--- config.mk ---
export PLATFORM = sky130hd
export DESIGN_NAME = swc_input_block
export DESIGN_NICKNAME = d
export VERILOG_FILES = /design/src/swc_pkg.sv /design/src/swc_fifo.sv /design/src/swc_input_block.sv
export VERILOG_INCLUDE_DIRS = /design/src
export SDC_FILE = /design/constraint.sdc
export NUM_CORES = 1
export LEC_CHECK = 0
export ABC_AREA = 1
export BUFFER_PORTS_ARGS = -buffer_cell sky130_fd_sc_hd__buf_2
export CORE_MARGIN = 2
export CORE_UTILIZATION = 65
export DETAILED_ROUTE_END_ITERATION = 8
export GPL_TIMING_DRIVEN = 0
export PLACE_DENSITY_LB_ADDON = 0.1
export SLEW_MARGIN = 15
export SYNTH_ARGS = -nofsm -noshare
export SYNTH_HDL_FRONTEND = slang
export SYNTH_HIERARCHICAL = 1
export SYNTH_SLANG_ARGS = --single-unit
--- constraint.sdc ---
create_clock -name clk -period 6.5 [get_ports clk]
set_input_delay 1.3 -clock clk [delete_from_list [all_inputs] [get_ports clk]]
set_output_delay 1.3 -clock clk [all_outputs]
set_load 0.1 [all_outputs]
--- src/swc_cfg.svh ---
// switch core configuration: port count, data width, queue depths and frame length limit
`ifndef SWC_CFG_SVH
`define SWC_CFG_SVH

// --------------------
// port structure
// --------------------
`define SWC_NUM_PORTS 4
`define SWC_DATA_WIDTH 16

// --------------------
// queueing
// --------------------
// words held by each input FIFO and each output FIFO
`define SWC_FRAME_FIFO_DEPTH 32
// routing decisions queued ahead of their frames
`define SWC_RTU_FIFO_DEPTH 4

// longest legal frame in words, never more than SWC_FRAME_FIFO_DEPTH
`define SWC_MAX_FRAME_WORDS 16

`endif

--- src/swc_pkg.sv ---
// switch core shared types for fabric words, port masks and routing decisions
`include "swc_cfg.svh"

package swc_pkg;

   // --------------------
   // destination set
   // --------------------
   // one bit per output port, bit p selects port p
   typedef logic [`SWC_NUM_PORTS-1:0] port_mask_t;

   // --------------------
   // fabric word
   // --------------------
   // data word plus end-of-frame mark, start-of-frame is rebuilt at the output
   typedef struct packed {
      logic [`SWC_DATA_WIDTH-1:0] data;
      logic                       eof;
   } fab_word_t;

   // --------------------
   // routing decision
   // --------------------
   // an empty mask is treated the same as a set drop bit
   typedef struct packed {
      port_mask_t mask;
      logic       drop;
   } rtu_rsp_t;

endpackage

--- src/swc_fifo.sv ---
// synchronous valid/ready FIFO, circular buffer with occupancy count and any payload type
`timescale 1ns/1ns

module swc_fifo #(
   parameter type T     = logic,
   parameter int  DEPTH = 4
) (
   input  logic clk,
   input  logic rst_n_i,
   input  logic wr_valid_i,
   output logic wr_ready_o,
   input  T     wr_data_i,
   output logic rd_valid_o,
   input  logic rd_ready_i,
   output T     rd_data_o
);

   localparam int AW = (DEPTH > 1) ? $clog2(DEPTH) : 1;
   localparam int CW = $clog2(DEPTH + 1);

   T              mem [DEPTH];
   logic [AW-1:0] wr_ptr_q;
   logic [AW-1:0] rd_ptr_q;
   logic [CW-1:0] count_q;
   logic          do_wr;
   logic          do_rd;

   // pointer wrap also covers depths that are not a power of two
   function automatic logic [AW-1:0] next_ptr(input logic [AW-1:0] ptr);
      if (ptr == AW'(DEPTH - 1))
         return '0;
      return ptr + 1'b1;
   endfunction

   assign wr_ready_o = (count_q != CW'(DEPTH));
   assign rd_valid_o = (count_q != '0);
   assign do_wr      = wr_valid_i & wr_ready_o;
   assign do_rd      = rd_valid_o & rd_ready_i;

   // head of queue is always visible on the read side
   assign rd_data_o = mem[rd_ptr_q];

   always_ff @(posedge clk)
   begin
      if (do_wr)
         mem[wr_ptr_q] <= wr_data_i;
   end

   always_ff @(posedge clk or negedge rst_n_i)
   begin
      if (!rst_n_i)
      begin
         wr_ptr_q <= '0;
         rd_ptr_q <= '0;
         count_q  <= '0;
      end
      else
      begin
         if (do_wr)
            wr_ptr_q <= next_ptr(wr_ptr_q);
         if (do_rd)
            rd_ptr_q <= next_ptr(rd_ptr_q);
         // simultaneous push and pop leave the count unchanged
         if (do_wr && !do_rd)
            count_q <= count_q + 1'b1;
         else if (!do_wr && do_rd)
            count_q <= count_q - 1'b1;
      end
   end

endmodule

--- src/swc_input_block.sv ---
// switch input port: frame storage, routing decision queue, dispatch or discard per frame
`timescale 1ns/1ns
`include "swc_cfg.svh"

module swc_input_block import swc_pkg::*;
(
   input  logic       clk,
   input  logic       rst_n_i,
   input  logic       fab_valid_i,
   output logic       fab_ready_o,
   input  fab_word_t  fab_word_i,
   input  logic       rtu_valid_i,
   output logic       rtu_ready_o,
   input  rtu_rsp_t   rtu_rsp_i,
   output logic       req_o,
   input  logic       gnt_i,
   input  logic       bus_ready_i,
   output fab_word_t  bus_word_o,
   output port_mask_t bus_mask_o
);

   localparam int FCW = $clog2(`SWC_FRAME_FIFO_DEPTH + 1);

   fab_word_t      head_word;
   rtu_rsp_t       head_rsp;
   logic           word_valid;
   logic           word_pop;
   logic           rsp_valid;
   logic           rsp_pop;
   logic           frame_ready;
   logic           discard;
   logic           send_word;
   logic           drain_word;
   logic           frame_in;
   logic           frame_out;
   logic [FCW-1:0] frame_cnt_q;

   // --------------------
   // storage
   // --------------------
   swc_fifo #(
      .T     (fab_word_t),
      .DEPTH (`SWC_FRAME_FIFO_DEPTH)
   ) i_frame_fifo (
      .clk        (clk),
      .rst_n_i    (rst_n_i),
      .wr_valid_i (fab_valid_i),
      .wr_ready_o (fab_ready_o),
      .wr_data_i  (fab_word_i),
      .rd_valid_o (word_valid),
      .rd_ready_i (word_pop),
      .rd_data_o  (head_word)
   );

   swc_fifo #(
      .T     (rtu_rsp_t),
      .DEPTH (`SWC_RTU_FIFO_DEPTH)
   ) i_rtu_fifo (
      .clk        (clk),
      .rst_n_i    (rst_n_i),
      .wr_valid_i (rtu_valid_i),
      .wr_ready_o (rtu_ready_o),
      .wr_data_i  (rtu_rsp_i),
      .rd_valid_o (rsp_valid),
      .rd_ready_i (rsp_pop),
      .rd_data_o  (head_rsp)
   );

   // --------------------
   // frame decision
   // --------------------
   // frames leave in order, so any complete frame means the head one is complete
   assign frame_ready = (frame_cnt_q != '0) & rsp_valid;
   assign discard     = head_rsp.drop | (head_rsp.mask == '0);
   assign req_o       = frame_ready & ~discard;

   // granted words go out on the bus, discarded words drain on their own
   assign send_word  = req_o & gnt_i & bus_ready_i;
   assign drain_word = frame_ready & discard;
   assign word_pop   = word_valid & (send_word | drain_word);

   assign frame_in  = fab_valid_i & fab_ready_o & fab_word_i.eof;
   assign frame_out = word_pop & head_word.eof;

   // the decision is retired together with the last word of its frame
   assign rsp_pop = frame_out;

   assign bus_word_o = head_word;
   assign bus_mask_o = head_rsp.mask;

   // complete frames currently stored
   always_ff @(posedge clk or negedge rst_n_i)
   begin
      if (!rst_n_i)
         frame_cnt_q <= '0;
      else if (frame_in && !frame_out)
         frame_cnt_q <= frame_cnt_q + 1'b1;
      else if (!frame_in && frame_out)
         frame_cnt_q <= frame_cnt_q - 1'b1;
   end

endmodule

==> PnR_summary.wiki <==
{| class="wikitable"
! Metric !! Value
|-
| Run status || complete, no violations
|-
| Area growth from synthesis to layout || 12.37%
|-
| Finish-stage setup viols || 0
|-
| Category of the most critical setup path || flip-flop to output pin
|-
| Commonest register cell after synthesis || sky130_fd_sc_hd__edfxtp_1
|-
| Setup repair after global routing missed its margin || no
|-
| Cells taking the most area after synthesis || sky130_fd_sc_hd__edfxtp_1 (66%), sky130_fd_sc_hd__nand2_1 (12%), sky130_fd_sc_hd__nand3_1 (6.8%)
|-
| Number of nets in the layout || 2651
|-
| Detailed Route Iter0 Violations || 2060
|-
| Deepest level of the CTS H-tree || 2
|-
| Core region area || 38920 um2
|-
| Required @ worst endpoint || 5.20 ns
|-
| Overall Power || 13.62 mW
|-
| Residual DRC count || 0
|-
| Num ports || 52
|-
| Pin count of the biggest net entering global routing || 34
|-
| TritonCTS clock tree || built
|-
| Min-delay worst type || flip-flop to flip-flop
|-
| Root buffer selected by CTS || sky130_fd_sc_hd__clkbuf_16
|-
| Post-Place Cells || 3055
|-
| WL per Instance || 22.32 um
|-
| Crit-path max FO || 10
|-
| Post-detail-place hpwl || 47050 um
|-
| Post-synth ARST share || 0.04890
|-
| Leading area contributor after synthesis || sky130_fd_sc_hd__edfxtp_1
|-
| GR Overflow Total || 0
|-
| Maximum count of clock buffers along a single path || 3
|-
| Effective utilization at floorplan || 0.6619
|-
| Number of setup buffers added after CTS || 0
|-
| Worst hold slack after final layout || 0.5120 ns
|-
| Area of the die || 41240 um2
|-
| Number of distinct library cells after synthesis || 29
|-
| Share of post-route cells with drive strength above 1 || 0.1128
|-
| Sequential cell area fraction in the yosys report || 0.6857
|-
| Transition time at the pin with the least slew margin || 0.9531 ns
|-
| Type of element capturing the critical path || output pin
|-
| Number of pins exceeding their max-slew limit in the final report || 0
|-
| Cell types with the highest counts after synthesis || sky130_fd_sc_hd__nand2_1 (828), sky130_fd_sc_hd__edfxtp_1 (564), sky130_fd_sc_hd__nand3_1 (348), sky130_fd_sc_hd__inv_1 (322), sky130_fd_sc_hd__buf_2 (78)
|-
| Routability-driven placement congestion ratio || 0.9475
|-
| Number of max-cap violations || 0
|-
| Synth warnings || 6
|-
| Detailed-route wire length || 70590 um
|-
| Worst slew margin relative to its limit || 0.3646
|-
| Post-Syn Area || 25760 um2
|-
| Die boundary width || 203.1 um
|-
| Initial antenna violation count || 2
|-
| Power per Cell Area || 470.7 nW/um2
|-
| Number of hold buffers added after CTS || 0
|-
| Net Count, Synth || 2504
|-
| Total global-route track usage || 0.3489
|-
| # resized after CTS || 0
|-
| Number of hold violations in the final report || 0
|-
| Final core utilization || 0.7438
|-
| Placement Rows || 72
|-
| Data arrival, critical path || 3.20 ns
|-
| Die Y || 203.1 um
|-
| Synthesized netlist cell count || 2449
|-
| Number of synthesized register bits || 593
|-
| Clock skew after layout || 0.02406 ns
|-
| Minimum period implied by the final worst setup slack || 4.502 ns
|-
| Fraction of synthesized cell area taken by the top area cell type || 0.6575
|-
| Most frequently used cell type in the post-synthesis netlist || sky130_fd_sc_hd__nand2_1
|-
| Vias per std cell || 5.811
|-
| First-pass GRT wire length || 104300 um
|-
| Total number of vias || 18375
|-
| Post-DRT Antenna Nets || 0
|-
| Leakage power figure || 12.05 nW
|-
| Fin Setup TNS || 0 ns
|-
| Peak clock frequency supported by timing || 0.2221 GHz
|-
| Clock-pin slew of the registers on the worst-case setup and hold paths || 0.06 ns
|-
| Number of global-route vias before repair || 17755
|-
| Peak supply drop || 0.0006111 V
|-
| Number of synthesized flops with an enable pin || 564
|-
| Fill cell count || 2626
|-
| Average cell area after synthesis || 10.52 um2
|-
| Number of buffers created by CTS || 57
|-
| Clk Latency, worst-skew pair || 0.62 ns
|-
| TritonCTS sink count || 593
|-
| First-pass iteration count of the detailed router || 6
|-
| Launching element type of the critical path || flip-flop
|-
| Count of buffers from port buffering || 51
|-
| Final critical-path share of the clock period || 0.6926
|-
| Final instance count without filler cells || 3162
|}
## through the flow
| step | setup slack [ns] | cell area (um2) |
|---|---|---|
| detailed placement | 2.747 | 27160 |
| CTS | 2.036 | 28940 |
| global route | 1.857 | 28940 |
| global placement | 2.181 | 26660 |
| floorplan | 2.296 | 25760 |
| finish | 1.998 | 28950 |
## metal layers
layer	share of wire	wire [um]	vias up	global-route usage
met3	0.099	6970	188	0.05040
met4	0.056	3975	2	0.1893
met2	0.48	33800	1030	0.5716
met1	0.37	25840	8784	0.4564
li1	-	-	8371	-
met5	0.00013	9	-	0
## report_power, final
group | internal, mW | leakage [nW] | switching, mW | total (mW)
Combinational | 1.37 | 5.73 | 4.44 | 5.81
Clock | 1.80 | 0.880 | 1.38 | 3.19
Sequential | 4.49 | 5.43 | 0.139 | 4.62
## cell families (layout without fill, tap and decap cells)
family | after synthesis | in the layout | synth area share
AO/OA/AOI/OAI | 86 | 86 | 0.01948
adder cells (fa/ha/maj) | 27 | 27 | 0.01399
AND/OR/NAND/NOR | 1281 | 1281 | 0.2076
XOR/XNOR | 8 | 8 | 0.002720
buffers and inverters | 454 | 648 | 0.07053
flip-flops | 593 | 593 | 0.6857
other | 0 | 1 | 0
## layout by cell type, fill, tap and decap left out, drive strengths merged
cell      count
nand2       834
edfxtp      564
nand3       352
inv         331
buf         175
clkbuf       96
nor2         58
a21oi        41
clkinv       41
nor3         33
dfrtp        29
o211ai       27
ha           24
o21ai        15
xnor2         5
bufinv        4
fa            3
xor2          3
nand4         2
o22ai         2
diode         1
and3          1
clkinvlp      1
a31oi         1
or2           1
## path summary, 6_finish.rpt
check	cells after the start	startpoint	end	slack, ns
setup / recovery	9	i_frame_fifo/rd_ptr_q[1]	bus_word_o[15]	2.00
hold / removal	1	i_frame_fifo/count_q[0]	i_frame_fifo/count_q[0]	0.51
setup reg to reg	20	i_frame_fifo/rd_ptr_q[1]	frame_cnt_q[5]	2.95
hold reg to reg	1	i_frame_fifo/count_q[0]	i_frame_fifo/count_q[0]	0.51
max in group asynchronous	1	rst_n_i	i_frame_fifo/rd_ptr_q[1]	5.25
min in group asynchronous	1	rst_n_i	i_rtu_fifo/count_q[0]	0.75
## final cells by class
type | instances | area, um2 | area share
plain buffers | 116 | 548.0 | 0.01893
repair buffers | 88 | 593.1 | 0.02049
clock inverters | 39 | 276.5 | 0.009553
well taps | 518 | 648.1 | 0.02239
diodes | 1 | 2.502 | 0.00008645
inverters | 338 | 1269 | 0.04383
clock buffers | 67 | 1506 | 0.05204
flip-flops and latches | 593 | 17660 | 0.6102
multi-input cells | 1402 | 6440 | 0.2225
## registers in the layout, indices dropped and copies added (netlist names)
| register | flops |
|---|---|
| frame_cnt_q | 6 |
| i_frame_fifo/rd_ptr_q | 5 |
| i_rtu_fifo/rd_ptr_q | 2 |
| i_frame_fifo/count_q | 6 |
| i_frame_fifo/mem | 544 |
| i_rtu_fifo/wr_ptr_q | 2 |
| i_rtu_fifo/mem | 20 |
| i_rtu_fifo/count_q | 3 |
| i_frame_fifo/wr_ptr_q | 5 |
## worst max-delay path, stage by stage, from the launching register on
cell and delay [ns]:
sky130_fd_sc_hd__dfrtp_1 0.38, sky130_fd_sc_hd__buf_2 0.36, sky130_fd_sc_hd__clkbuf_1 0.64, sky130_fd_sc_hd__nand3_1 0.18
sky130_fd_sc_hd__nand3_1 0.17, sky130_fd_sc_hd__nand3_1 0.13, sky130_fd_sc_hd__nand2_1 0.13, sky130_fd_sc_hd__nand2_1 0.10
sky130_fd_sc_hd__inv_1 0.08, sky130_fd_sc_hd__buf_2 0.42
Power figures use the tool's default switching activity.
