===== src/swc_cfg.svh =====
// switch core configuration: port count, data width, queue depths and frame length limit
`ifndef SWC_CFG_SVH
`define SWC_CFG_SVH

// --------------------
// port structure
// --------------------
`define SWC_NUM_PORTS 4
`define SWC_DATA_WIDTH 16

// --------------------
// queueing
// --------------------
// words held by each input FIFO and each output FIFO
`define SWC_FRAME_FIFO_DEPTH 32
// routing decisions queued ahead of their frames
`define SWC_RTU_FIFO_DEPTH 4

// longest legal frame in words, never more than SWC_FRAME_FIFO_DEPTH
`define SWC_MAX_FRAME_WORDS 16

`endif


===== src/swc_pkg.sv =====
// switch core shared types for fabric words, port masks and routing decisions
`include "swc_cfg.svh"

package swc_pkg;

   // --------------------
   // destination set
   // --------------------
   // one bit per output port, bit p selects port p
   typedef logic [`SWC_NUM_PORTS-1:0] port_mask_t;

   // --------------------
   // fabric word
   // --------------------
   // data word plus end-of-frame mark, start-of-frame is rebuilt at the output
   typedef struct packed {
      logic [`SWC_DATA_WIDTH-1:0] data;
      logic                       eof;
   } fab_word_t;

   // --------------------
   // routing decision
   // --------------------
   // an empty mask is treated the same as a set drop bit
   typedef struct packed {
      port_mask_t mask;
      logic       drop;
   } rtu_rsp_t;

endpackage


===== src/swc_fifo.sv =====
// synchronous valid/ready FIFO, circular buffer with occupancy count and any payload type
`timescale 1ns/1ns

module swc_fifo #(
   parameter type T     = logic,
   parameter int  DEPTH = 4
) (
   input  logic clk,
   input  logic rst_n_i,
   input  logic wr_valid_i,
   output logic wr_ready_o,
   input  T     wr_data_i,
   output logic rd_valid_o,
   input  logic rd_ready_i,
   output T     rd_data_o
);

   localparam int AW = (DEPTH > 1) ? $clog2(DEPTH) : 1;
   localparam int CW = $clog2(DEPTH + 1);

   T              mem [DEPTH];
   logic [AW-1:0] wr_ptr_q;
   logic [AW-1:0] rd_ptr_q;
   logic [CW-1:0] count_q;
   logic          do_wr;
   logic          do_rd;

   // pointer wrap also covers depths that are not a power of two
   function automatic logic [AW-1:0] next_ptr(input logic [AW-1:0] ptr);
      if (ptr == AW'(DEPTH - 1))
         return '0;
      return ptr + 1'b1;
   endfunction

   assign wr_ready_o = (count_q != CW'(DEPTH));
   assign rd_valid_o = (count_q != '0);
   assign do_wr      = wr_valid_i & wr_ready_o;
   assign do_rd      = rd_valid_o & rd_ready_i;

   // head of queue is always visible on the read side
   assign rd_data_o = mem[rd_ptr_q];

   always_ff @(posedge clk)
   begin
      if (do_wr)
         mem[wr_ptr_q] <= wr_data_i;
   end

   always_ff @(posedge clk or negedge rst_n_i)
   begin
      if (!rst_n_i)
      begin
         wr_ptr_q <= '0;
         rd_ptr_q <= '0;
         count_q  <= '0;
      end
      else
      begin
         if (do_wr)
            wr_ptr_q <= next_ptr(wr_ptr_q);
         if (do_rd)
            rd_ptr_q <= next_ptr(rd_ptr_q);
         // simultaneous push and pop leave the count unchanged
         if (do_wr && !do_rd)
            count_q <= count_q + 1'b1;
         else if (!do_wr && do_rd)
            count_q <= count_q - 1'b1;
      end
   end

endmodule


===== src/swc_output_block.sv =====
// switch output port: frame FIFO fed from the bus, start-of-frame rebuilt on the outgoing fabric
`timescale 1ns/1ns
`include "swc_cfg.svh"

module swc_output_block import swc_pkg::*;
(
   input  logic                       clk,
   input  logic                       rst_n_i,
   input  logic                       bus_valid_i,
   input  logic                       bus_sel_i,
   input  fab_word_t                  bus_word_i,
   output logic                       ready_o,
   output logic                       fab_valid_o,
   input  logic                       fab_ready_i,
   output logic [`SWC_DATA_WIDTH-1:0] fab_data_o,
   output logic                       fab_sof_o,
   output logic                       fab_eof_o
);

   fab_word_t out_word;
   logic      wr_en;
   logic      deliver;
   logic      sof_q;

   // bus_valid_i already carries the bus transfer condition
   assign wr_en = bus_valid_i & bus_sel_i;

   swc_fifo #(
      .T     (fab_word_t),
      .DEPTH (`SWC_FRAME_FIFO_DEPTH)
   ) i_out_fifo (
      .clk        (clk),
      .rst_n_i    (rst_n_i),
      .wr_valid_i (wr_en),
      .wr_ready_o (ready_o),
      .wr_data_i  (bus_word_i),
      .rd_valid_o (fab_valid_o),
      .rd_ready_i (fab_ready_i),
      .rd_data_o  (out_word)
   );

   assign deliver = fab_valid_o & fab_ready_i;

   // --------------------
   // frame marks
   // --------------------
   // next word starts a frame once the previous one ended
   always_ff @(posedge clk or negedge rst_n_i)
   begin
      if (!rst_n_i)
         sof_q <= 1'b1;
      else if (deliver)
         sof_q <= out_word.eof;
   end

   assign fab_data_o = out_word.data;
   assign fab_sof_o  = fab_valid_o & sof_q;
   assign fab_eof_o  = fab_valid_o & out_word.eof;

endmodule


===== config.mk =====
export PLATFORM = sky130hd
export DESIGN_NAME = swc_output_block
export DESIGN_NICKNAME = d
export VERILOG_FILES = /design/src/swc_pkg.sv /design/src/swc_fifo.sv /design/src/swc_output_block.sv
export VERILOG_INCLUDE_DIRS = /design/src
export SDC_FILE = /design/constraint.sdc
export NUM_CORES = 1
export LEC_CHECK = 0
export BUFFER_PORTS_ARGS = -buffer_cell sky130_fd_sc_hd__buf_2
export CORE_MARGIN = 2
export CORE_UTILIZATION = 54
export DETAILED_ROUTE_END_ITERATION = 8
export PLACE_DENSITY = 0.83
export SLEW_MARGIN = 5
export SYNTH_ARGS = -nofsm -noshare
export SYNTH_HDL_FRONTEND = slang
export SYNTH_SLANG_ARGS = --single-unit
export TNS_END_PERCENT = 50

===== constraint.sdc =====
create_clock -name clk -period 3.08 [get_ports clk]
set_input_delay 0.462 -clock clk [delete_from_list [all_inputs] [get_ports clk]]
set_output_delay 0.462 -clock clk [all_outputs]
set_load 0.01 [all_outputs]

==> results of run 1 <==
==> kinds of logic after synthesis <==
family / Yosys count / share of synthesized area [%]
xor+xnor: 5 / 0.200
flops: 561 / 76.3
mux: 198 / 18.3
buf+inv: 70 / 1.64
fa+ha+maj: 13 / 0.775
simple gates: 91 / 1.97
compound gates: 28 / 0.798
==> worst paths after layout <==
path / to / slack [ps] / depth (start not counted) / startpoint
min in group asynchronous: i_out_fifo.count_q[2] / 360 / 2 / rst_n_i
hold reg to reg: sof_q / 520 / 2 / sof_q
max in group asynchronous: i_out_fifo.rd_ptr_q[0] / 2390 / 2 / rst_n_i
setup / recovery: fab_data_o[9] / -340 / 6 / i_out_fifo.rd_ptr_q[0]
hold / removal: sof_q / 350 / 4 / fab_ready_i
setup reg to reg: i_out_fifo.count_q[5] / 140 / 11 / i_out_fifo.count_q[3]
==> cell usage in the layout (no fill, tap or decap), types with 4 or more instances in the layout <==
master / instances
a21oi_1: 6
a22oi_1: 4
buf_12: 20
buf_2: 35
buf_4: 54
buf_6: 8
clkbuf_1: 15
clkbuf_16: 55
clkinv_1: 12
clkinv_2: 9
dfrtp_1: 12
edfxtp_1: 544
ha_1: 11
inv_1: 6
mux2_2: 10
mux2_4: 11
mux2i_1: 17
mux4_2: 160
nand2_1: 12
nand2b_1: 4
nand3_1: 12
nor2_1: 8
nor2_2: 32
o21ai_0: 10
==> synthesized netlist by cell type (all sizes together) (2+ instances only) <==
master	number	area, µm²
nor2	40	150
mux2	21	236
and3	3	18.8
clkbuf	20	75.1
nand2b	4	25.0
or3	2	12.5
nand2	15	63.8
mux2i	17	170
a21oi	7	35.0
nand3b	3	22.5
ha	12	150
xor2	2	17.5
or4	2	15.0
dfrtp	16	400
o21ai	10	50.1
xnor2	3	26.3
nand3	12	60.1
buf	43	259
nor4	2	12.5
nor2b	3	18.8
inv	7	26.3
a22oi	4	30.0
nor3	2	10.0
edfxtp	544	16300
mux4	160	3600
==> metal layers <==
metal | vias to the layer above | wire length, µm | track usage (%)
met5 | - | 0 | 0
met4 | 0 | 1400 | 6.86
met3 | 105 | 4650 | 4.43
met2 | 659 | 25300 | 40.6
met1 | 5619 | 18500 | 33.0
li1 | 4282 | - | -
==> worst reg2reg max path, cell delays in order (launching register included) <==
cell     delay, ps
dfrtp_1        400
or4_4          540
or3b_4         390
and3_4         190
ha_2           220
inv_4           90
ha_1           150
a21o_1         100
a21oi_2         70
or4_1          470
nand3_1        110
xor2_1         140
==> power by group <==
part | switching [mW] | internal [mW]
combinational | 2.90 | 3.14
sequential | 0.315 | 8.66
clock | 2.69 | 3.52
==> cell type report <==
| type | instances | share of cell area, % |
|---|---|---|
| Tap cell | 525 | 2.60 |
| Clock inverter | 26 | 0.841 |
| Clock buffer | 70 | 5.67 |
| Sequential cell | 561 | 66.3 |
| Multi-Input combinational cell | 335 | 19.7 |
| Timing Repair Buffer | 122 | 4.73 |
| Inverter | 7 | 0.114 |
==> flip-flops by register name, summed over array words and instances (netlist names) <==
| signal | count |
|---|---|
| i_out_fifo.mem | 544 |
| i_out_fifo.count_q | 6 |
| i_out_fifo.rd_ptr_q | 5 |
| i_out_fifo.wr_ptr_q | 5 |
| sof_q | 1 |
==> per-stage QoR <==
step	area [µm²]	TNS [ps]	utilization [%]	total power, mW
6_report	25300	-4680	63.3	21.2
5_1_grt	25300	-5590	63.3	21.9
4_1_cts	25300	-5090	63.3	21.2
3_5_place_dp	23400	0	58.6	14.6
3_3_place_gp	23400	0	58.6	14.4
2_1_floorplan	22000	0	-	12.9
==> repair_timing <==
item	CTS	global route
setup buffers	7	2
gates resized for setup	24	5
gates cloned	2	0
pin swaps	1	0
hold endpoints to repair	16	0
hold buffers	1	0
setup endpoints to repair	17	18
==> flow_metrics.tcl, run 1 <==
set metrics [dict create \
    initial_core_util_pct 55.0 \
    cp_num_buf_inv 3 \
    endpoint_kind "output port" \
    synth-main-ff-cell "edfxtp_1" \
    rsz0062_at_grt "true" \
    nets 1116 \
    core_area_um2 39900 \
    setup_violations 17 \
    worst_pin_slew_ps 862 \
    setup_slack_ps -341 \
    synthCells 966 \
    hold_class "in -> reg" \
    fmax_mhz 292 \
    status "finished with violations" \
    gp_congestion 0.811 \
    path_delay_family "multiplexers" \
    cap_violations 0 \
    diodes 0 \
    grt_max_degree 51 \
    route.detailed.drc 0 \
    critical_path_class "reg -> out" \
    synth-seq-cells 561 \
    htree_levels 2 \
    async_flop_share_pct 3.03 \
    synth_edf_count 544 \
    dieArea_um2 42300 \
    multi_input_area_um2 4980 \
    slew_violations 0 \
    yosysUniqueCellTypes 41 \
    syn_area_um2 22000 \
    powerDensity_nw_per_um2 839 \
    clock_path_buffers 3 \
    port_buffers 41 \
    cts_num_sinks 561 \
    max_stage_delay_ps 580 \
    cp_slowest_cell "mux4_2" \
    yosysSeqAreaShare_pct 76.3 \
    numCtsBuffers 54 \
    grt_usage_pct 24.2 \
    hold_violations 0 \
    relSlewSlack_pct 42.5 \
    clk_latency_ps 570 \
    fill_cells 2464 \
    die_h_um 206 \
    cp_max_fo 10 \
    arrival_ps 2960 \
    pre_cts_ws_ps 123 \
    die_x_um 206 \
    antenna_found_initial 0 \
    yosysWarnings 0 \
    final_cells 1646 \
    clk_pin_slew_ps 60 \
    ant_nets 0 \
    fp-row-count 73 \
    grt_pass1_wl_mm 72.6 \
    critPathRequiredTime_ps 2620 \
    start_kind "flop" \
    syn_area_per_cell_um2 22.7 \
    via_per_inst 6.48 \
    root_buffer "clkbuf_16" \
    ios 42 \
    finalCriticalPeriod_ps 3420 \
    violations "setup timing" \
    via_count 10700 \
    skew_ps 17.3 \
    area_growth_pct 15.1 \
    finalCritPeriodShare_pct 111 \
    drtIter0Drc 1311 \
    cts_tree "done" \
    dp.cells 1538 \
    hold_ws_ps 352 \
    first_global_vias 10900 \
    peakVddDrop_mv 0.563 \
    layout-drive-gt1-share_pct 37.5 \
    grt-ovfl-total 0 \
    regArea_um2 16800 \
    synth.net_count 1001 \
    wl_mm 49.8 \
    critical_path.cell_chain "buf_12 > buf_12 > mux4_2 > mux4_2 > mux2_4 > buf_6" \
    wl_per_cell_um 30.3 \
    firstDrtPassIters 5 \
    power_leakage_nw 8.19 \
    dp_hpwl_mm 27.4 \
]
Note: power is estimated with default switching activity, not from simulation.
==> run 2, diff against run 1 <==
--- a/config.mk
+++ b/config.mk
@@ -10,6 +10,7 @@
 export CORE_MARGIN = 2
 export CORE_UTILIZATION = 54
 export DETAILED_ROUTE_END_ITERATION = 8
+export MAX_ROUTING_LAYER = met4
 export PLACE_DENSITY = 0.83
 export SLEW_MARGIN = 5
 export SYNTH_ARGS = -nofsm -noshare
==> flow_metrics.tcl, run 2 (same netlist as run 1, synthesis figures left out) <==
set metrics [dict create \
    firstDrtPassIters 5 \
    r2r_slack_ps 150 \
    area_growth_pct 15.3 \
    start_kind "flop" \
    pre_cts_ws_ps 123 \
    wl_per_cell_um 30.3 \
    dp_hpwl_mm 27.4 \
    critPathRequiredTime_ps 2620 \
    root_buffer "clkbuf_16" \
    dieArea_um2 42300 \
    numCtsBuffers 54 \
    htree_levels 2 \
    max_stage_delay_ps 570 \
    clock_path_buffers 3 \
    cap_violations 0 \
    cp_slowest_cell "mux4_2" \
    power_leakage_nw 8.20 \
    grt_pass1_wl_mm 72.7 \
    via_per_inst 6.42 \
    critical_path_class "reg -> out" \
    gp_congestion 0.825 \
    wl_mm 49.9 \
    finalCriticalPeriod_ps 3410 \
    grt-ovfl-total 0 \
    setup_violations 17 \
    relSlewSlack_pct 43.9 \
    core_area_um2 39900 \
    setup_slack_ps -332 \
    via_count 10600 \
    finalCritPeriodShare_pct 111 \
    cp_max_fo 10 \
    initial_core_util_pct 55.0 \
    endpoint_kind "output port" \
    cts_num_sinks 561 \
    timing.setup.tns_ps -4800 \
    skew_ps 22.9 \
    dp.cells 1538 \
    grt_max_degree 51 \
    top_regs "i_out_fifo.mem x544, i_out_fifo.count_q x6" \
    clk_latency_ps 580 \
    violations "setup timing" \
    rr_startpoint "i_out_fifo.count_q[3]" \
    layout-drive-gt1-share_pct 37.5 \
    route.detailed.drc 0 \
    nets 1117 \
    hold_path_end "sof_q" \
    largest_reg_flops 544 \
    status "finished with violations" \
    rr_worst_depth 11 \
    final_cells 1647 \
    slew_violations 0 \
    drtIter0Drc 1322 \
    peakVddDrop_mv 0.562 \
    clk_pin_slew_ps 60 \
    layout_common_cells "edfxtp_1, mux4_2, clkbuf_16, buf_4, buf_2" \
    antenna_found_initial 0 \
    finish.utilization_pct 63.4 \
    min_from "fab_ready_i" \
    total_power_mw 21.2 \
    rsz0062_at_grt "true" \
    grt_usage_pct 25.0 \
    hold_violations 0 \
    ant_nets 0 \
    cts_tree "done" \
    die_x_um 206 \
    diodes 0 \
    die_h_um 206 \
    hold_class "in -> reg" \
    worst_r2r_endpoint "i_out_fifo.count_q[5]" \
    critical_path.cell_chain "buf_12 > buf_12 > mux4_2 > mux4_2 > mux2_4 > buf_6" \
    worst_pin_slew_ps 841 \
    ios 42 \
    fp-row-count 73 \
    final_common_cell "edfxtp_1" \
    first_global_vias 10900 \
    holdPathStages 4 \
    arrival_ps 2950 \
    port_buffers 41 \
    powerDensity_nw_per_um2 840 \
    largest_register "i_out_fifo.mem" \
    fmax_mhz 293 \
]
[run 2: worst max-delay path by stage]
stage          slack (ps)               endpoint  cells after the start              startpoint
6_report             -330          fab_data_o[9]                      6  i_out_fifo.rd_ptr_q[0]
5_1_grt              -370          fab_data_o[8]                      6  i_out_fifo.rd_ptr_q[0]
4_1_cts              -340          fab_data_o[1]                      6  i_out_fifo.rd_ptr_q[0]
3_5_place_dp          120          fab_data_o[6]                      6  i_out_fifo.rd_ptr_q[0]
3_3_place_gp          170  i_out_fifo.count_q[5]                     11   i_out_fifo.count_q[3]
2_1_floorplan          30  i_out_fifo.count_q[5]                     12   i_out_fifo.count_q[0]
[run 2: per-stage QoR]
step	instance area, µm²	hold WS, ps
global placement	23400	404
floorplan	22000	166
detailed placement	23400	412
finish	25300	349
global route	25300	369
CTS	25300	344
[run 2: critical path, delay by kind of cell (launching register included)]
family,cells,cell delay [ps]
buffers and inverters,3,460
DFF,1,470
muxes,3,1450
[run 2: per-layer routing]
layer / wire length (µm) / part of all wire, % / GRT usage, %
met5: 0 / 0 / -
met4: 1080 / 2.2 / 6.01
met3: 4600 / 9.2 / 4.17
met2: 25700 / 52 / 41.2
met1: 18500 / 37 / 33.1
[run 2: cell type report]
class,instances,area [µm²]
clock buffers,70,1430
well taps,525,657
flip-flops and latches,561,16800
multi-input cells,335,4980
fillers,2461,14600
clock inverters,26,213
repair buffers,123,1230
inverters,7,28.8
[run 2: report_power, final]
group | internal [mW] | switching, mW
sequential | 8.66 | 0.315
combinational | 3.18 | 2.89
clock | 3.52 | 2.70
[run 2: repair_timing]
| item | CTS | global route |
|---|---|---|
| cloned | 2 | 1 |
| resized for setup | 24 | 6 |
| pin swaps | 1 | 0 |
| hold buffers | 1 | 0 |
| buffers inserted | 7 | 2 |
| endpoints found under the hold margin | 16 | 0 |
| setup endpoints to repair | 17 | 18 |
